`src/icache_defines.svh`:
```
`ifndef ICACHE_DEFINES_SVH
`define ICACHE_DEFINES_SVH

// fetch address split
`define ICACHE_ADDR_W      32
`define ICACHE_DATA_W      32
`define ICACHE_TAG_W       20
`define ICACHE_INDEX_W     7
`define ICACHE_OFFSET_W    5   // byte offset within a line

// geometry
`define ICACHE_SETS        128
`define ICACHE_WAYS        2
`define ICACHE_LINE_WORDS  8
`define ICACHE_LINE_W      256 // one refill beat carries the whole line

`endif
```
`src/icache_pkg.sv`:
```
`default_nettype none

`include "icache_defines.svh"

package icache_pkg;

    // field view of a fetch address
    typedef struct packed {
        logic [`ICACHE_TAG_W-1:0]                                  tag;
        logic [`ICACHE_INDEX_W-1:0]                                index;
        logic [$clog2(`ICACHE_LINE_WORDS)-1:0]                     word;
        logic [`ICACHE_OFFSET_W-$clog2(`ICACHE_LINE_WORDS)-1:0]    byte_off;
    } fetch_fields_t;

    typedef union packed {
        logic [`ICACHE_ADDR_W-1:0] raw;  // memory requests, alignment
        fetch_fields_t             f;    // ram index and tag compare
    } fetch_addr_u;

    typedef struct packed {
        logic        psel;
        logic        penable;
        fetch_addr_u paddr;
    } apb_req_t;

    typedef struct packed {
        logic                      pready;
        logic                      pslverr;
        logic [`ICACHE_DATA_W-1:0] prdata;
    } apb_rsp_t;

    typedef struct packed {
        logic                      rd_req;
        logic [`ICACHE_ADDR_W-1:0] rd_addr;
    } mem_req_t;

    typedef struct packed {
        logic                      ret_valid;
        logic [`ICACHE_LINE_W-1:0] ret_data;
    } mem_rsp_t;

    typedef struct packed {
        logic                     valid;
        logic [`ICACHE_TAG_W-1:0] tag;
    } tag_entry_t;

    typedef struct packed {
        logic hit;
        logic hit_way;  // 0 when no hit
    } lookup_t;

endpackage

`default_nettype wire

```
`src/icache_word_select.sv`:
```
`timescale 1ns/1ps
`default_nettype none

`include "icache_defines.svh"

module icache_word_select (
    input  logic                      clk,
    input  icache_pkg::apb_req_t      req_i,
    input  icache_pkg::lookup_t       lookup_i,
    input  logic [`ICACHE_LINE_W-1:0] line0_i,
    input  logic [`ICACHE_LINE_W-1:0] line1_i,
    input  icache_pkg::mem_rsp_t      mem_rsp_i,
    input  logic                      from_refill_i,
    input  logic                      slverr_i,
    output logic [`ICACHE_DATA_W-1:0] rdata_o
);

    logic [`ICACHE_LINE_W-1:0]                          refill_line_q;
    logic [`ICACHE_LINE_WORDS-1:0][`ICACHE_DATA_W-1:0]  words;
    logic                                               have_data;

    // ram still shows the old set in the respond cycle
    always_ff @(posedge clk) begin
        if (mem_rsp_i.ret_valid) begin
            refill_line_q <= mem_rsp_i.ret_data;
        end
    end

    always_comb begin
        if (from_refill_i) begin
            words = refill_line_q;
        end else if (lookup_i.hit_way) begin
            words = line1_i;
        end else begin
            words = line0_i;
        end
    end

    assign have_data = from_refill_i || lookup_i.hit;
    assign rdata_o   = (slverr_i || !have_data) ? '0 : words[req_i.paddr.f.word];

endmodule

`default_nettype wire

```
`config.mk`:
```
export PLATFORM = sky130hd
export DESIGN_NAME = icache_word_select
export DESIGN_NICKNAME = d
export VERILOG_FILES = /design/src/icache_pkg.sv /design/src/icache_word_select.sv
export VERILOG_INCLUDE_DIRS = /design/src /design/src/src
export SDC_FILE = /design/constraint.sdc
export NUM_CORES = 1
export LEC_CHECK = 0
export BUFFER_PORTS_ARGS = -buffer_cell sky130_fd_sc_hd__buf_2
export CAP_MARGIN = 20
export CORE_AREA = 8 8 324 326
export DETAILED_ROUTE_END_ITERATION = 6
export DIE_AREA = 0 0 332 334
export GPL_ROUTABILITY_DRIVEN = 0
export PLACE_DENSITY = 0.35
export SLEW_MARGIN = 20
export SYNTH_ARGS = -nofsm -noshare
export SYNTH_HDL_FRONTEND = slang
export SYNTH_SLANG_ARGS = --single-unit
```
`constraint.sdc`:
```
create_clock -name clk -period 3.6 [get_ports clk]
set_clock_uncertainty 0.2 [all_clocks]
set_input_delay 0.36 -clock clk [delete_from_list [all_inputs] [get_ports clk]]
set_output_delay 0.36 -clock clk [all_outputs]
set_load 0.01 [all_outputs]
```
==> reports/metrics.csv <==
metric;value;unit
Synth Flop Type;edfxtp_1;
Fillers;10816;
Placed Area;0.0205;mm2
CTS sink count;256;
cts hold-fix bufs;256;
Critical Path RT;3.04;ns
design area;0.0241;mm2
Max-slew headroom;38.4;%
Top reg by flops;refill_line_q;
Core Rows;116;
largest net degree at the start of global routing;81;
Max Cap Viol;0;
area growth from synthesis to layout;65.7;%
Pleak;0.0103;uW
DR vias;13812;
Distinct cells, synth;26;
RSZ-0062 raised after global routing;false;
critical path endpoint;rdata_o[31];
fraction of layout cells with a size suffix above 1;46.6;%
pwr dens;360;mW/mm2
crit-path max FO;46;
Die Wd;332;um
crit start category;input port;
CP startpoint;lookup_i[0];
Hold Violations, Final;0;
clk root buf;clkbuf_16;
HPWL Detailed;68.3;mm
Clock Pin Slew Worst Setup and Hold Paths;0.05;ns
Synth Warn #;0;
vias per inst;3.95;
largest area contributor in the netlist;edfxtp_1;
Routed Antenna Nets;0;
Fmax;308;MHz
drt total wl;83.4;mm
Crit path max-delay family;buffers and inverters;
run status;complete, no violations;
WS Path Type;input port to primary output;
Post-CTS Setup Bufs;0;
gr ovfl total;0;
worst-margin pin slew;0.923;ns
Hold Startpoint;mem_rsp_i[256];
Initial Util;14.6;%
Synth top cells by count;256 x edfxtp_1, 256 x mux2i_1, 96 x nand2_1;
Num CTS Buffers;35;
clock network power share;37.1;%
I/O pins;840;
CTS tree;yes;
vias in the first global route;16019;
slowest cell on the critical path;a211oi_1;
Final nets;2979;
crit path DAT;2.68;ns
clock buffer depth;3;
CP Capture Type;primary output;
Top Registers;refill_line_q (256);
Syn Inst Count;1102;
ys async rst share;0;%
peak supply drop;0.209;mV
Mapped Nets;1910;
Slew Viols, Final;0;
Residual DRC;0;
post-cts resize count;0;
max reg flops;256;
cell breakdown of the critical path;buf_6 -> buf_12 -> buf_4 -> mux2i_1 -> o21ai_0 -> a211oi_1 -> buf_4 -> o21ai_0 -> buf_2;
WL per Instance;23.9;um
switching pwr;2330;uW
CP peak stage delay;0.52;ns
syn_area_per_cell;13.2;um2
initial antenna violation count;7;
H-tree depth;2;
Port Buffers;808;
Yosys reg bits;256;
Reg power frac;41.6;%
Sw Ratio;26.9;%
CP Buf/Inv Count;5;
Core ar.;0.0996;mm2
Finish-stage setup viols;0;
die height;334;um
hold crit path type;input port to flip-flop;
internal power;6330;uW
DR iter-0 viols;679;
die area;0.111;mm2
Power Total;8670;uW
period utilisation layout;90.1;%
CP Depth;9;
Sum Neg Setup Slack;0;ns
synthesized area;0.0145;mm2
top cells by area, synth;edfxtp_1 53%, mux2i_1 18%, mux4_2 5.0%, mux2_2 4.4%, a211oi_1 3.3%;
Detailed Routing Iterations Pass 1;6;
Min Clock Period, post-route;3.24;ns
Post-synth EDFFs;256;
sequential area share after synthesis;52.9;%
GRT Total Usage;14.3;%
wire length of the first global-routing pass;115;mm
Logic pwr share;21.3;%
Yosys top cell area share;52.9;%
[metrics by stage]
| step | util, % | worst slack (ns) | hold slack (ns) | cells |
|---|---|---|---|---|
| floorplan | - | 1.28 | 0.259 | 1102 |
| finish | 24.2 | 0.355 | 0.157 | 3493 |
| CTS | 24.2 | 0.204 | 0.135 | 3490 |
| global placement | 20.6 | 0.278 | 0.339 | 3176 |
| detailed placement | 20.6 | 0.202 | 0.338 | 3176 |
| global route | 24.2 | 0.171 | 0.162 | 3491 |
[power groups by stage]
stage	sequential, uW	combinational, uW	clock [uW]
after floorplan	3650	667	0
after detailed placement	3670	1640	0
final	3610	1840	3220
after global placement	3660	1630	0
after global routing	3630	1990	3480
after CTS	3610	1890	3380
[how the worst min path moves through the flow]
stage	cells past startpoint	end	slack, ns
finish	1	refill_line_q[157]	0.16
CTS	1	refill_line_q[183]	0.14
floorplan	0	refill_line_q[0]	0.26
global route	1	refill_line_q[157]	0.16
global placement	1	refill_line_q[121]	0.34
detailed placement	1	refill_line_q[167]	0.34
[cells in the final DEF, fill, tap and decap left out, types with 34 or more instances in the layout]
cell / Yosys / routed
buf_2: 39 / 804
mux2i_1: 256 / 256
dlygate4sd3_1: 0 / 256
edfxtp_1: 256 / 256
nand2_1: 96 / 96
a22oi_1: 64 / 64
a211oi_1: 64 / 64
mux2_2: 57 / 57
buf_4: 4 / 52
clkbuf_16: 0 / 35
o21ai_0: 34 / 34
[logic make-up after synthesis]
family,after synthesis,synth area share (%)
and+or+nand+nor,168,5.36
DFF,256,52.9
muxes,352,27.7
buffers and inverters,101,3.20
AOI/OAI and AO/OA,225,10.8
[cell type report]
class | count | area, um2 | share of cell area [%]
diodes | 3 | 7.51 | 0.0312
clock buffers | 45 | 913 | 3.79
clock inverters | 13 | 96.3 | 0.400
inverters | 3 | 13.8 | 0.0572
multi-input cells | 745 | 6420 | 26.7
flip-flops and latches | 256 | 7690 | 31.9
well taps | 1298 | 1620 | 6.74
repair buffers | 1130 | 7320 | 30.4
[layer usage]
metal | part of all wire, % | GRT usage (%)
met1 | 41 | 16.5
met2 | 50 | 25.9
met3 | 5.4 | 3.40
met4 | 3.2 | 4.46
met5 | 0.031 | 0
No activity file was read; power rests on OpenSTA's default activity.
