===== src/icache_defines.svh =====
`ifndef ICACHE_DEFINES_SVH
`define ICACHE_DEFINES_SVH

// fetch address split
`define ICACHE_ADDR_W      32
`define ICACHE_DATA_W      32
`define ICACHE_TAG_W       20
`define ICACHE_INDEX_W     7
`define ICACHE_OFFSET_W    5   // byte offset within a line

// geometry
`define ICACHE_SETS        128
`define ICACHE_WAYS        2
`define ICACHE_LINE_WORDS  8
`define ICACHE_LINE_W      256 // one refill beat carries the whole line

`endif

===== src/icache_pkg.sv =====
`default_nettype none

`include "icache_defines.svh"

package icache_pkg;

    // field view of a fetch address
    typedef struct packed {
        logic [`ICACHE_TAG_W-1:0]                                  tag;
        logic [`ICACHE_INDEX_W-1:0]                                index;
        logic [$clog2(`ICACHE_LINE_WORDS)-1:0]                     word;
        logic [`ICACHE_OFFSET_W-$clog2(`ICACHE_LINE_WORDS)-1:0]    byte_off;
    } fetch_fields_t;

    typedef union packed {
        logic [`ICACHE_ADDR_W-1:0] raw;  // memory requests, alignment
        fetch_fields_t             f;    // ram index and tag compare
    } fetch_addr_u;

    typedef struct packed {
        logic        psel;
        logic        penable;
        fetch_addr_u paddr;
    } apb_req_t;

    typedef struct packed {
        logic                      pready;
        logic                      pslverr;
        logic [`ICACHE_DATA_W-1:0] prdata;
    } apb_rsp_t;

    typedef struct packed {
        logic                      rd_req;
        logic [`ICACHE_ADDR_W-1:0] rd_addr;
    } mem_req_t;

    typedef struct packed {
        logic                      ret_valid;
        logic [`ICACHE_LINE_W-1:0] ret_data;
    } mem_rsp_t;

    typedef struct packed {
        logic                     valid;
        logic [`ICACHE_TAG_W-1:0] tag;
    } tag_entry_t;

    typedef struct packed {
        logic hit;
        logic hit_way;  // 0 when no hit
    } lookup_t;

endpackage

`default_nettype wire


===== src/icache_tag_lookup.sv =====
`timescale 1ns/1ps
`default_nettype none

module icache_tag_lookup (
    input  icache_pkg::apb_req_t   req_i,
    input  icache_pkg::tag_entry_t entry0_i,
    input  icache_pkg::tag_entry_t entry1_i,
    output icache_pkg::lookup_t    lookup_o
);

    logic access;
    logic hit0;
    logic hit1;

    // ram outputs only line up with paddr in access cycles
    assign access = req_i.psel && req_i.penable;

    assign hit0 = access && entry0_i.valid && (entry0_i.tag == req_i.paddr.f.tag);
    assign hit1 = access && entry1_i.valid && (entry1_i.tag == req_i.paddr.f.tag);

    assign lookup_o.hit     = hit0 || hit1;
    assign lookup_o.hit_way = hit1;   // way 0 otherwise

    // refill only runs on a miss, so a set never holds one tag twice
    always_comb begin
        assert final (!(hit0 && hit1))
            else $error("icache_tag_lookup: tag resident in both ways");
    end

endmodule

`default_nettype wire


===== config.mk =====
export PLATFORM = sky130hd
export DESIGN_NAME = icache_tag_lookup
export DESIGN_NICKNAME = d
export VERILOG_FILES = /design/src/icache_pkg.sv /design/src/icache_tag_lookup.sv
export VERILOG_INCLUDE_DIRS = /design/src /design/src/src
export SDC_FILE = /design/constraint.sdc
export NUM_CORES = 1
export LEC_CHECK = 0
export BUFFER_PORTS_ARGS = -buffer_cell sky130_fd_sc_hd__buf_2
export CAP_MARGIN = 20
export CORE_UTILIZATION = 27
export DETAILED_ROUTE_END_ITERATION = 10
export PLACE_DENSITY = 0.83
export SKIP_LAST_GASP = 1
export SYNTH_ARGS = -nofsm -noshare
export SYNTH_HDL_FRONTEND = slang
export SYNTH_SLANG_ARGS = --single-unit

===== constraint.sdc =====
create_clock -name vclk -period 1.5
set_input_delay 0.375 -clock vclk [all_inputs]
set_output_delay 0.375 -clock vclk [all_outputs]
set_load 0.02 [all_outputs]

==> metrics, run 1 <==
# clk buffers=0; transition time of the tightest slew-check pin=approximately 0.27 ns; Placer Congestion=0.6636; sequential share of the synthesized area=0%; max cap viols=0; vias per cell=4.646; via count=slightly below 700; placed cells=147; syn nets=134; largest net degree at the start of global routing=3; period utilisation layout=128.2%; row count=14; number of stages on the worst hold path=5; GR Util All Layers=around 17%; crit path DAT=approximately 1.6 ns; fmax=519.9 MHz; I/O pin cnt=78; number of global-route vias before repair=a little under 700; n_diodes=0; NumNets Final=about 210; Synth area leaders=xor2_1 43%, xnor2_1 31%, nand4_1 6.6%; Seq Cell Count=0; share of layout cells above drive strength 1=69.47%; HPWL Detailed=roughly 1500 µm; RSZ-0062 raised after global routing=yes; drt wl/cell=12.39 µm; initial drt markers=6; Setup Fix Bufs, Post-CTS=0; DIE AREA=0.001923 mm²; Yosys warnings=0; hold buffers post-CTS=0; synthesized cell area=473.0 µm²; buffers added on ports=66; Slew Limit Fails=0; post-route minimum period=1.924 ns; CP Capture Type=primary output; VDD IR max=150.2 µV; Yosys cell types=12; Core Footprint=0.001577 mm²; Worst EP required=1.12 ns; post-route ant nets=0; # setup viols final=2; Hold Violations, Final=0; largest area contributor in the netlist=xor2_1; Startpoint Class=input pin; final worst slack=-0.4236 ns; register area=0 µm²; Critical Path Fanout Max=1; PD cells=approximately 270 mW/mm²; Die Wd=43.86 µm; Critical path origin=entry0_i[9]; die height=between 40 and 50 µm; failing checks=design-rule violations, negative setup slack; GRT Residual Overflow=0; Worst slew margin=81.87%; drt drc=4; # fillers=~130; Critical Path, Cell by Cell=buf_2 -> xnor2_2 -> nand4_1 -> or4_4 -> o22ai_4 -> buf_6; Commonest cells post-synth=23 x xor2_1, 17 x xnor2_1, 5 x nand4_1, 5 x nor4_1; outcome=complete, but fails checks; Avg Inst Size Synth=8.154 µm²; final wirelength=1822 µm; most repeated cell in the gate-level netlist after synthesis=xor2_1; fin util=70.24%; initial cell density of the core=30.00%; Min Hold Slack=1.199 ns; WS Path Type=input pin to primary output; Cells after Synth=58; drt pass-1 iters=8; Slowest-stage cell, CP=or4_4; initial antenna violation count=0; Synth top area share=42.59%; hold_sp=entry0_i[11]; global-route wire length before repair=approximately 2500 µm; P_leak=0.5573 nW; slowest stage delay, CP=slightly above 0.5 ns; HP Class=input pin to primary output; area grow syn2layout=134.1%; fin cells=147
per-stage QoR:
step / power (W) / setup WS, ns / area, µm² / setup TNS [ns]
2_1_floorplan: 0.00009750 / -0.2101 / 514.2 / -0.2932
3_3_place_gp: 0.0002292 / -0.4919 / 917.1 / -0.8839
3_5_place_dp: 0.0002378 / -0.5121 / 917.1 / -0.9147
4_1_cts: 0.0002612 / -0.4319 / 988.4 / -0.7764
5_1_grt: 0.0003183 / -0.4745 / 1107 / -0.8753
6_report: 0.0002955 / -0.4236 / 1107 / -0.7416
metal layers:
metal / vias up / track usage [%] / part of all wire, % / wire, µm
met5: - / 0 / 0 / 0
met4: 0 / 2.424 / 0 / 0
met3: 0 / 2.500 / 9.4 / 172
met2: 37 / 40.30 / 62 / 1127
met1: 298 / 13.97 / 29 / 522
li1: 348 / - / - / -
critical path: cells and delay by family:
| kind | cells | cell delay [ns] |
|---|---|---|
| xor+xnor | 1 | 0.15 |
| simple gates | 2 | 0.64 |
| buf+inv | 2 | 0.25 |
| compound gates | 1 | 0.13 |
what timing repair did:
| action | CTS | global route |
|---|---|---|
| gates resized for setup | 13 | 23 |
| cloned | 0 | 0 |
| pin swaps | 9 | 16 |
| setup endpoints to repair | 2 | 2 |
final timing paths:
check / end / slack (ns)
max: lookup_o[1] / -0.42
min: lookup_o[1] / 1.20
placed cells by master, fill, tap and decap left out, drive strengths merged, types with 5 or more instances in the layout:
master	count
nand4	6
nor4	5
xnor2	17
buf	74
xor2	23
power by group:
group	switching (W)	internal (W)	total (W)
logic	0.000112	0.000183	0.000295
registers	0	0	0
clock network	0	0	0
area by class of cell:
type                            instances  area, µm²  share of cell area (%)
Timing Repair Buffer                   74      496.7                   44.86
Multi-Input combinational cell         57      590.6                   53.33
Tap cell                               16      20.02                   1.808
cells by family after synthesis:
kind of cell | Yosys count | share of synthesized area, %
buf+inv | 1 | 1.588
xor+xnor | 40 | 74.07
compound gates | 1 | 2.645
simple gates | 16 | 21.69
Note: power is estimated with default switching activity, not from simulation.
==> run 2: changes to the inputs <==
--- a/config.mk
+++ b/config.mk
@@ -8,9 +8,9 @@
 export LEC_CHECK = 0
 export BUFFER_PORTS_ARGS = -buffer_cell sky130_fd_sc_hd__buf_2
 export CAP_MARGIN = 20
-export CORE_UTILIZATION = 27
+export CORE_UTILIZATION = 25
 export DETAILED_ROUTE_END_ITERATION = 10
-export PLACE_DENSITY = 0.83
+export PLACE_DENSITY = 0.88
 export SKIP_LAST_GASP = 1
 export SYNTH_ARGS = -nofsm -noshare
 export SYNTH_HDL_FRONTEND = slang
==> run 2 against run 1 <==
The run ends with negative setup slack left. Clock-buffer cell count stayed put. First-iteration DRC count is 67% lower. Via count is 2.6% higher. Largest power group unchanged.
==> metrics, run 2 (same netlist as run 1, synthesis figures left out) <==
# setup viols final=2 (unchanged); max cap viols=0 (unchanged); busiest grt layer=met2 (unchanged); met1 usage=14.18% (was 13.97%); Critical Path, Cell by Cell=buf_2 -> xnor2_2 -> nand4_2 -> or4_4 -> o22ai_4 -> buf_6 (was buf_2 -> xnor2_2 -> nand4_1 -> or4_4 -> o22ai_4 -> buf_6); P_leak=0.5311 nW (was 0.5573 nW); slowest stage delay, CP=0.50 ns (was 0.51 ns); initial antenna violation count=0 (unchanged); Worst EP required=1.12 ns (about the same); vias per cell=4.494 (was 4.646); post-route ant nets=0 (unchanged); drt pass-1 iters=2 (was 8); Slew Limit Fails=0 (unchanged); buffers added on ports=66 (unchanged); register area=0 µm² (unchanged); initial drt markers=2 (was 6); fmax=524.1 MHz (was 519.9 MHz); commonest non-fill, non-tap cell in the layout=buf_2 (unchanged); Min Hold Slack=1.182 ns (was 1.199 ns); post-route minimum period=1.908 ns (was 1.924 ns); final worst slack=-0.4082 ns (was -0.4236 ns); Buf+Inv Stages, Crit Path=2 (unchanged); Core Footprint=0.001745 mm² (was 0.001577 mm²); die height=45.50 µm (was 43.86 µm); RSZ-0062 raised after global routing=yes (unchanged); Startpoint Class=input pin (unchanged); M3 GR Usage=0% (was 2.500%); via count=701 (was 683); crit path DAT=1.53 ns (was 1.55 ns); GR Util All Layers=15.92% (was 17.09%); area grow syn2layout=124.1% (was 134.1%); failing checks=negative setup slack (was design-rule violations, negative setup slack); n_diodes=0 (unchanged); initial cell density of the core=27.10% (was 30.00%); GRT Residual Overflow=0 (unchanged); HPWL Detailed=1538 µm (was 1504 µm); CP Capture Type=primary output (unchanged); Placer Congestion=0.6503 (was 0.6636); delay-heaviest family, CP=simple AND/OR/NAND/NOR gates (unchanged); Hold Violations, Final=0 (unchanged); Seq Cell Count=0 (unchanged); Critical Path Fanout Max=2 (was 1); share of layout cells above drive strength 1=69.47% (unchanged); Slowest-stage cell, CP=or4_4 (unchanged); Setup Fix Bufs, Post-CTS=0 (unchanged); pre-CTS setup slack=-0.5066 ns (was -0.5121 ns); VDD IR max=130.9 µV (was 150.2 µV); transition time of the tightest slew-check pin=0.2936 ns (was 0.2695 ns); Worst slew margin=80.25% (was 81.87%); global-route wire length before repair=2421 µm (was 2490 µm); HP Class=input pin to primary output (unchanged); drt wl/cell=11.48 µm (was 12.39 µm); hold buffers post-CTS=0 (unchanged); final wirelength=1791 µm (was 1822 µm); Die Wd=45.50 µm (was 43.86 µm); met2 GRT Util=38.57% (was 40.30%); NumNets Final=209 (unchanged); # fillers=162 (was 125); WS Path Type=input pin to primary output (unchanged); drt drc=0 (was 4); # clk buffers=0 (unchanged); I/O pin cnt=78 (unchanged); outcome=complete, but fails checks (unchanged); row count=15 (was 14); largest net degree at the start of global routing=3 (unchanged); DIE AREA=0.002070 mm² (was 0.001923 mm²); period utilisation layout=127.2% (was 128.2%); most frequent cells in the layout=56 x buf_2, 23 x xor2_1, 10 x xnor2_2, 10 x buf_6, 8 x buf_4 (was 49 x buf_2, 23 x xor2_1, 15 x buf_6, 11 x xnor2_2, 9 x buf_4); PD cells=262.8 mW/mm² (was 266.8 mW/mm²); number of global-route vias before repair=675 (was 689)
==> run 2: metrics by stage <==
step                      TNS (ns)  std cells  util [%]  instance area, µm²  total power [W]
final                      -0.7085        156     60.72                1060        0.0002785
after global routing       -0.8837        156     60.72                1060        0.0003003
after CTS                  -0.7559        156     58.49                1021        0.0002653
after detailed placement   -0.9001        156     53.19               928.4        0.0002389
after global placement     -0.8939        156     53.19               928.4        0.0002297
after floorplan            -0.2932         58         -               514.2       0.00009750
==> run 2: per-layer routing <==
metal	wire, µm	share of wire [%]
met1	591	33
met2	1126	63
met3	74	4.1
met4	0	0
met5	0	0
==> run 2: timing repair <==
item	4_1_cts	5_1_grt
cloned	0	0
resized for setup	18	6
pin swaps	16	5
setup endpoints to repair	2	2
hold endpoints to repair	0	0
==> run 2: area by class of cell <==
| type | instances | area [µm²] | share of cell area, % |
|---|---|---|---|
| multi-input cells | 57 | 575.6 | 54.31 |
| well taps | 25 | 31.28 | 2.952 |
| repair buffers | 74 | 452.9 | 42.74 |
==> run 2: where the power goes <==
part	switching, W	internal (W)	leakage, nW
clock	0	0	0
combinational	0.000112	0.000166	0.531
sequential	0	0	0
total	0.000112	0.000166	0.531
==> run 2: path summary, 6_finish.rpt <==
path | from | endpoint | slack (ns) | cells past startpoint
max | req_i[29] | lookup_o[1] | -0.41 | 6
min | entry1_i[20] | lookup_o[1] | 1.18 | 4
