**config.mk**
```make
export PLATFORM = sky130hd
export DESIGN_NAME = icache_refill_ctrl
export DESIGN_NICKNAME = d
export VERILOG_FILES = /design/src/icache_pkg.sv /design/src/icache_refill_ctrl.sv
export VERILOG_INCLUDE_DIRS = /design/src /design/src/src
export SDC_FILE = /design/constraint.sdc
export NUM_CORES = 1
export LEC_CHECK = 0
export BUFFER_PORTS_ARGS = -buffer_cell sky130_fd_sc_hd__buf_2
export CAP_MARGIN = 25
export CORE_AREA = 3 3 126 128
export CTS_CLUSTER_SIZE = 20
export DETAILED_ROUTE_END_ITERATION = 10
export DIE_AREA = 0 0 129 131
export PLACE_DENSITY = 0.92
export SLEW_MARGIN = 20
export SYNTH_ARGS = -nofsm -noshare
export SYNTH_HDL_FRONTEND = slang
export SYNTH_SLANG_ARGS = --single-unit
```
**constraint.sdc**
```tcl
create_clock -name clk -period 5.9 [get_ports clk]
set_clock_uncertainty 0.1 [all_clocks]
set_input_delay 1.18 -clock clk [delete_from_list [all_inputs] [get_ports clk]]
set_output_delay 1.18 -clock clk [all_outputs]
set_load 0.02 [all_outputs]
```
**src/icache_defines.svh**
```systemverilog
`ifndef ICACHE_DEFINES_SVH
`define ICACHE_DEFINES_SVH

// fetch address split
`define ICACHE_ADDR_W      32
`define ICACHE_DATA_W      32
`define ICACHE_TAG_W       20
`define ICACHE_INDEX_W     7
`define ICACHE_OFFSET_W    5   // byte offset within a line

// geometry
`define ICACHE_SETS        128
`define ICACHE_WAYS        2
`define ICACHE_LINE_WORDS  8
`define ICACHE_LINE_W      256 // one refill beat carries the whole line

`endif
```
**src/icache_pkg.sv**
```systemverilog
`default_nettype none

`include "icache_defines.svh"

package icache_pkg;

    // field view of a fetch address
    typedef struct packed {
        logic [`ICACHE_TAG_W-1:0]                                  tag;
        logic [`ICACHE_INDEX_W-1:0]                                index;
        logic [$clog2(`ICACHE_LINE_WORDS)-1:0]                     word;
        logic [`ICACHE_OFFSET_W-$clog2(`ICACHE_LINE_WORDS)-1:0]    byte_off;
    } fetch_fields_t;

    typedef union packed {
        logic [`ICACHE_ADDR_W-1:0] raw;  // memory requests, alignment
        fetch_fields_t             f;    // ram index and tag compare
    } fetch_addr_u;

    typedef struct packed {
        logic        psel;
        logic        penable;
        fetch_addr_u paddr;
    } apb_req_t;

    typedef struct packed {
        logic                      pready;
        logic                      pslverr;
        logic [`ICACHE_DATA_W-1:0] prdata;
    } apb_rsp_t;

    typedef struct packed {
        logic                      rd_req;
        logic [`ICACHE_ADDR_W-1:0] rd_addr;
    } mem_req_t;

    typedef struct packed {
        logic                      ret_valid;
        logic [`ICACHE_LINE_W-1:0] ret_data;
    } mem_rsp_t;

    typedef struct packed {
        logic                     valid;
        logic [`ICACHE_TAG_W-1:0] tag;
    } tag_entry_t;

    typedef struct packed {
        logic hit;
        logic hit_way;  // 0 when no hit
    } lookup_t;

endpackage

`default_nettype wire

```
**src/icache_refill_ctrl.sv**
```systemverilog
`timescale 1ns/1ps
`default_nettype none

`include "icache_defines.svh"

module icache_refill_ctrl (
    input  logic                     clk,
    input  logic                     reset,
    input  icache_pkg::apb_req_t     req_i,
    input  icache_pkg::lookup_t      lookup_i,
    input  icache_pkg::mem_rsp_t     mem_rsp_i,
    output icache_pkg::mem_req_t     mem_req_o,
    output logic [`ICACHE_WAYS-1:0]  we_o,
    output logic                     ready_o,
    output logic                     slverr_o,
    output logic                     from_refill_o
);

    typedef enum logic [1:0] {
        LOOKUP,
        REFILL,
        RESPOND
    } state_e;

    state_e                     state_q;
    state_e                     state_d;
    logic [`ICACHE_SETS-1:0]    lru_q;     // way to evict next
    logic [`ICACHE_INDEX_W-1:0] index;
    logic                       access;
    logic                       misaligned;
    logic                       hit_now;
    logic                       miss_now;
    logic                       victim;
    logic                       fill;

    assign access     = req_i.psel && req_i.penable;
    assign misaligned = req_i.paddr.raw[1:0] != 2'b00;
    assign index      = req_i.paddr.f.index;

    // only the first access cycle sees the lookup state
    assign hit_now  = (state_q == LOOKUP) && access && !misaligned && lookup_i.hit;
    assign miss_now = (state_q == LOOKUP) && access && !misaligned && !lookup_i.hit;

    assign victim = lru_q[index];
    assign fill   = (state_q == REFILL) && mem_rsp_i.ret_valid;

    always_comb begin
        state_d = state_q;
        case (state_q)
            LOOKUP: begin
                if (miss_now) begin
                    state_d = REFILL;
                end
            end
            REFILL: begin
                if (mem_rsp_i.ret_valid) begin
                    state_d = RESPOND;
                end
            end
            RESPOND: state_d = LOOKUP;
            default: state_d = LOOKUP;
        endcase
    end

    always_ff @(posedge clk) begin
        if (reset) begin
            state_q <= LOOKUP;
        end else begin
            state_q <= state_d;
        end
    end

    always_ff @(posedge clk) begin
        if (reset) begin
            lru_q <= '0;
        end else if (fill) begin
            lru_q[index] <= ~victim;              // just filled, so keep it
        end else if (hit_now) begin
            lru_q[index] <= ~lookup_i.hit_way;
        end
    end

    assign we_o[0] = fill && !victim;
    assign we_o[1] = fill && victim;

    // paddr is held by the requester, so rd_addr stays put
    assign mem_req_o.rd_req  = (state_q == REFILL);
    assign mem_req_o.rd_addr = {req_i.paddr.raw[`ICACHE_ADDR_W-1:`ICACHE_OFFSET_W],
                                {`ICACHE_OFFSET_W{1'b0}}};

    assign ready_o       = hit_now || (state_q == RESPOND) ||
                           ((state_q == LOOKUP) && access && misaligned);
    assign slverr_o      = (state_q == LOOKUP) && access && misaligned;
    assign from_refill_o = (state_q == RESPOND);

    // request stays up with one address until memory answers
    rd_req_held: assert property (@(posedge clk) disable iff (reset)
        mem_req_o.rd_req && !mem_rsp_i.ret_valid
            |=> mem_req_o.rd_req && $stable(mem_req_o.rd_addr));

    // no response outside the access phase
    ready_in_access: assert property (@(posedge clk) disable iff (reset)
        ready_o |-> req_i.psel && req_i.penable);

endmodule

`default_nettype wire

```
==> flow_summary.json, run 1 <==
{
  "outcome": "completed",
  "min_period_ns": 5.139,
  "drive_gt1_frac": 0.1594,
  "power_frac_comb": 0.066,
  "synth-main-ff-cell": "dfxtp_1",
  "drcViolationCount": 0,
  "grt_start_max_net_pins": 124,
  "die_y_um": 131,
  "ctsResizeCount": 0,
  "crit_fanout": 31,
  "async_flop_share": 0,
  "grtUsageTotal": 0.2378,
  "end_kind": "output pin",
  "sw_frac_of_total": 0.2310,
  "start_kind": "input port",
  "core_um2": 14980,
  "area_growth_pct": 8.981,
  "finalPower_uw": 2188,
  "dr.pass1.iters": 6,
  "power.internal_uw": 1683,
  "grt_pass1_vias": 5809,
  "clock_sinks": 130,
  "hold_path_class": "flop to flop",
  "p_clk_frac": 0.533,
  "synth_cell_types": 51,
  "yosysMostFrequentCell": "nand2_1",
  "insertion_delay_ns": 0.43,
  "vias_per_cell": 6.143,
  "vdd_drop_max_mv": 0.2949,
  "port-buffer-count": 28,
  "critPathMaxStageDelay_ns": 0.61,
  "insertedDiodeCount": 0,
  "tightestPinTransition_ns": 1.098,
  "slowest_stage": "buf_2",
  "cts_setup_buffers": 0,
  "dieArea_um2": 16900,
  "maxSlewViolCount": 0,
  "num_rows": 45,
  "finalSetupTns_ns": 0,
  "worstPathArrival_ns": 3.86,
  "synth_edf_count": 0,
  "netlist_area_um2": 7147,
  "power.switching_uw": 505.5,
  "num_vias": 5934,
  "seq_area_um2": 2603,
  "drtAntennaViolNets": 0,
  "grt_remaining_overflow": 0,
  "postCtsHoldBufs": 0,
  "seq_power_share": 0.402,
  "start_util": 0.4772,
  "max_freq_mhz": 194.6,
  "p_per_area_nw_per_um2": 280.9,
  "nNetsFinal": 1060,
  "fill_cells": 1283,
  "rsz0062_at_grt": "false",
  "clk_pin_slew_ns": 0.05,
  "fin_crit_sh": 0.8709,
  "finalSetupViolCount": 0,
  "ys_ff_latch": 130,
  "drt_iter0_markers": 782,
  "die_x_um": 129,
  "fin_hold_ws_ns": 0.3756,
  "fin_area_um2": 7789,
  "multi_input_area_um2": 4003,
  "crit_top_cell": "buf_2",
  "cts_buffers": 17,
  "final_hold_viol_count": 0,
  "maxCapViolCount": 0,
  "place_area_um2": 7138,
  "cts_root_buf": "clkbuf_16",
  "synth_common_cells": "nand2_1, dfxtp_1, nand2b_1, mux2i_1, o21ai_0",
  "critical_path.top_delay_family": "buffers and inverters",
  "ys_seq_area_frac": 0.3641,
  "place_congestion": 0.9145,
  "slew_headroom": 0.2654,
  "antenna_found_initial": 0,
  "io_pins": 333,
  "ys_top_cells_by_area": "dfxtp_1, mux2i_1, nand2_1",
  "power_leakage_uw": 0.002944,
  "netlist_instances": 784,
  "crit_chain": "buf_2 -> inv_1 -> a221oi_1 -> o22ai_1 -> a22o_1 -> a2111oi_4 -> and3_1 -> buf_2",
  "synth_top_area_frac": 0.3641,
  "avgSynthCellArea_um2": 9.116,
  "hpwl_um": 12620,
  "yosysWarnings": 0,
  "cts_tree": "done",
  "htree_levels": 4,
  "routed_wl_um": 19890,
  "cp_num_buf_inv": 3,
  "wire_per_inst_um": 20.59,
  "yosys.area.top_type": "dfxtp_1",
  "crit_type": "input port to output pin",
  "crit_required_ns": 4.62,
  "grt_pass1_wl_um": 30750,
  "clock_path_buffers": 2
}
placed cells by master (no fill, tap or decap), drive strengths merged, types with 3 or more instances in the layout:
cell type  instances
nor2              21
a21oi              3
buf               47
clkbuf            18
mux2i             95
and2               4
a31o               3
conb               5
o22ai             15
bufinv             5
a22o               3
nor3              12
mux4               6
a221oi            19
nand3b            58
a22oi              3
nand2b            77
and3               3
dfxtp            130
clkinv             7
nand2            141
inv                4
o21ai             61
mux2               3
nor2b              9
registers in the layout, indices dropped and copies added (netlist names):
signal   flops
lru_q      128
state_q      2
worst paths after layout:
check	to	from	slack, ns	cells past startpoint
max	we_o[0]	req_i[7]	0.76	8
min	lru_q[110]$_SDFFE_PP0P_	lru_q[110]$_SDFFE_PP0P_	0.38	2
max reg2reg	lru_q[86]$_SDFFE_PP0P_	state_q[0]$_SDFFE_PP0P_	2.52	8
min reg2reg	lru_q[110]$_SDFFE_PP0P_	lru_q[110]$_SDFFE_PP0P_	0.38	2
tightest hold or removal path: stages (launching register included):
cell,delay (ns)
dfxtp_1,0.31
nand2b_1,0.06
mux2i_1,0.06
stage by stage:
stage | util | cells | worst slack, ns
floorplan | - | 788 | 1.736
finish | 0.5201 | 966 | 0.7615
global placement | 0.4766 | 934 | 0.8926
detailed placement | 0.4766 | 934 | 0.8862
CTS | 0.5201 | 966 | 0.8604
global route | 0.5201 | 966 | 0.6366
kinds of logic after synthesis:
kind of cell           count (synthesis)  share of synthesized area
other                                  1                  0.0005247
AOI/OAI and AO/OA                    122                     0.1138
buffers and inverters                 93                    0.08228
DFF                                  130                     0.3641
muxes                                104                     0.1917
and+or+nand+nor                      334                     0.2475
power by group through the flow:
stage               clock, uW  combinational (uW)  sequential (uW)
finish                   1170                 144              879
global route             1210                 150              878
CTS                      1170                 140              879
detailed placement          0                 138              898
global placement            0                 138              898
floorplan                   0                 133              898
final cells by class:
class,count,share of cell area
clock buffers,18,0.05639
clock inverters,14,0.02715
inverters,4,0.001928
multi-input cells,565,0.5139
flip-flops and latches,130,0.3341
well taps,188,0.03020
repair buffers,47,0.03631
routing by layer:
| metal | vias to the layer above | GRT usage | part of all wire |
|---|---|---|---|
| met5 | - | 0 | 0 |
| met4 | 0 | 0.1056 | 0.033 |
| met3 | 70 | 0.1228 | 0.16 |
| met2 | 355 | 0.3710 | 0.44 |
| met1 | 2851 | 0.2733 | 0.37 |
| li1 | 2658 | - | - |
No activity file was read; power rests on OpenSTA's default activity.
==> run 2: changes to the inputs <==
--- a/config.mk
+++ b/config.mk
@@ -6,14 +6,15 @@
 export SDC_FILE = /design/constraint.sdc
 export NUM_CORES = 1
 export LEC_CHECK = 0
-export BUFFER_PORTS_ARGS = -buffer_cell sky130_fd_sc_hd__buf_2
 export CAP_MARGIN = 25
-export CORE_AREA = 3 3 126 128
+export CORE_AREA = 3 3 129 131
 export CTS_CLUSTER_SIZE = 20
 export DETAILED_ROUTE_END_ITERATION = 10
-export DIE_AREA = 0 0 129 131
-export PLACE_DENSITY = 0.92
+export DIE_AREA = 0 0 132 134
+export DONT_BUFFER_PORTS = 1
+export PLACE_DENSITY = 0.71
 export SLEW_MARGIN = 20
 export SYNTH_ARGS = -nofsm -noshare
 export SYNTH_HDL_FRONTEND = slang
 export SYNTH_SLANG_ARGS = --single-unit
+export TNS_END_PERCENT = 30
==> run 2 against run 1 <==
Compared with the run above: largest power group unchanged; critical path depth is 3 lower; sequential share of layout area rose by 0.33 points; critical path type unchanged; hold slack worse by 0.0031 ns; count of clock-buffer cells in the layout grew 1; register-to-register slack improved by 0.16 ns; clock power increased by 9%; critical endpoint is now we_o[1]; flip-flop and latch count did not move; sequential power about the same.
==> flow_summary.json, run 2 (same netlist as run 1, synthesis figures left out) <==
{
  "outcome": "completed",
  "top_regs": "lru_q x128, state_q x2",
  "startpoint": "req_i[10]",
  "htree_levels": 4,
  "layout.cells.non_filler": 958,
  "rsz0062_at_grt": "false",
  "ctsResizeCount": 0,
  "drcViolationCount": 0,
  "io_pins": 333,
  "sw_frac_of_total": 0.2101,
  "die_x_um": 132,
  "worst-path-stages": 5,
  "grt_util_met2": 0.3295,
  "power.switching_uw": 472.0,
  "rr_worst_depth": 8,
  "num_vias": 5458,
  "num_rows": 46,
  "nNetsFinal": 1024,
  "min_period_ns": 4.588,
  "drtAntennaViolNets": 0,
  "maxCapViolCount": 0,
  "hold_path_class": "flop to flop",
  "largest-register": "lru_q",
  "crit_required_ns": 4.62,
  "crit_fanout": 10,
  "max_freq_mhz": 218.0,
  "fin_crit_sh": 0.7776,
  "cts_buffers": 17,
  "slew_headroom": 0.3170,
  "grt_pass1_wl_um": 30670,
  "final_hold_viol_count": 0,
  "grt_pass1_vias": 5306,
  "fin_util": 0.4909,
  "wire_per_inst_um": 20.19,
  "cp_num_buf_inv": 0,
  "antenna_found_initial": 0,
  "most-common-layout-cells": "nand2_1, dfxtp_1, nand2b_1",
  "place_congestion": 0.8117,
  "grt_start_max_net_pins": 132,
  "area_growth_pct": 7.931,
  "drive_gt1_frac": 0.1186,
  "insertedDiodeCount": 0,
  "tightestPinTransition_ns": 1.016,
  "grtUsageTotal": 0.2224,
  "p_clk_frac": 0.566,
  "dieArea_um2": 17690,
  "gr-usage-met3": 0.1212,
  "power.internal_uw": 1775,
  "port-buffer-count": 0,
  "vdd_drop_max_mv": 0.1931,
  "insertion_delay_ns": 0.43,
  "vias_per_cell": 5.697,
  "place_area_um2": 7008,
  "maxSlewViolCount": 0,
  "critPathMaxStageDelay_ns": 0.77,
  "clock_path_buffers": 2,
  "crit_end": "we_o[1]",
  "critical_path.top_delay_family": "simple AND/OR/NAND/NOR gates",
  "cts_tree": "done",
  "finalSetupTns_ns": 0,
  "mostFrequentLayoutCell": "nand2_1",
  "end_kind": "output pin",
  "clock_sinks": 130,
  "largest_reg_flops": 128,
  "cts_root_buf": "clkbuf_16",
  "postCtsHoldBufs": 0,
  "worstPathArrival_ns": 3.31,
  "start_util": 0.4548,
  "clk_pin_slew_ns": 0.05,
  "hpwl_um": 12000,
  "p_per_area_nw_per_um2": 291.3,
  "finalSetupViolCount": 0,
  "r2r_end": "lru_q[54]$_SDFFE_PP0P_",
  "seq_power_share": 0.391,
  "use_met1": 0.2727,
  "power_leakage_uw": 0.002833,
  "timing.reg2reg.setup_slack_ns": 2.68,
  "routed_wl_um": 19340,
  "place_inst": 926,
  "dr.pass1.iters": 5,
  "fin_area_um2": 7714,
  "die_y_um": 134,
  "power_frac_comb": 0.043,
  "r2r_start": "state_q[0]$_SDFFE_PP0P_",
  "grt_remaining_overflow": 0,
  "start_kind": "input port",
  "crit_type": "input port to output pin",
  "busiest_layer": "met2",
  "core_um2": 15710,
  "crit_chain": "nor4b_2 -> nand2_1 -> a31o_2 -> and4b_1 -> a21oi_1",
  "drt_iter0_markers": 496,
  "slowest_stage": "nor4b_2",
  "cts_setup_buffers": 0
}
-- run 2: changes by cell type in the layout (fill, tap and decap cells not counted), moves of 3 or more --
cell      change
buf_2        -28
buf_4         -9
clkinv_4      -3
nor3_2        -3
nor3_4        +3
-- run 2: power groups by stage --
stage               clock network [uW]  logic, uW  registers [uW]
finish                            1270       97.0             879
global route                      1320        103             878
CTS                               1280       96.8             878
detailed placement                   0       96.4             898
global placement                     0       96.6             898
floorplan                            0        133             898
-- run 2: how the worst min path moves through the flow --
stage | startpoint | depth (start not counted) | slack, ns | to
after floorplan | lru_q[127]$_SDFFE_PP0P_ | 2 | 0.35 | lru_q[127]$_SDFFE_PP0P_
after global placement | lru_q[108]$_SDFFE_PP0P_ | 2 | 0.36 | lru_q[108]$_SDFFE_PP0P_
after detailed placement | lru_q[127]$_SDFFE_PP0P_ | 2 | 0.36 | lru_q[127]$_SDFFE_PP0P_
after CTS | lru_q[23]$_SDFFE_PP0P_ | 2 | 0.38 | lru_q[23]$_SDFFE_PP0P_
after global routing | lru_q[7]$_SDFFE_PP0P_ | 2 | 0.39 | lru_q[7]$_SDFFE_PP0P_
final | lru_q[23]$_SDFFE_PP0P_ | 2 | 0.37 | lru_q[23]$_SDFFE_PP0P_
-- run 2: layout make-up --
| type | count | area (um2) |
|---|---|---|
| Timing Repair Buffer | 11 | 95.09 |
| Sequential cell | 130 | 2603 |
| Inverter | 4 | 15.01 |
| Clock buffer | 19 | 452.9 |
| Tap cell | 216 | 270.3 |
| Multi-Input combinational cell | 565 | 4025 |
| Fill cell | 1435 | 7999 |
| Clock inverter | 13 | 252.7 |
-- run 2: per-layer routing --
metal / up-vias / routed length (um)
met5: - / 0
met4: 0 / 365
met3: 31 / 2420
met2: 168 / 8420
met1: 2670 / 8137
li1: 2589 / -
-- run 2: worst register-to-register path, stage by stage (launching register included) --
cell	delay, ns
dfxtp_1	0.41
nor2b_1	0.54
and2_1	0.26
a31oi_1	0.19
nand2b_1	0.33
nor2_1	0.58
buf_4	0.33
nand2_1	0.13
mux2i_4	0.22
-- run 2: metrics by stage --
step	hold WS (ns)	worst slack, ns	total power, uW
final	0.3724	1.312	2247
after global routing	0.3948	1.208	2303
after detailed placement	0.3638	1.353	994.2
after CTS	0.3752	1.356	2257
after floorplan	0.3479	1.736	1031
after global placement	0.3591	1.265	994.4
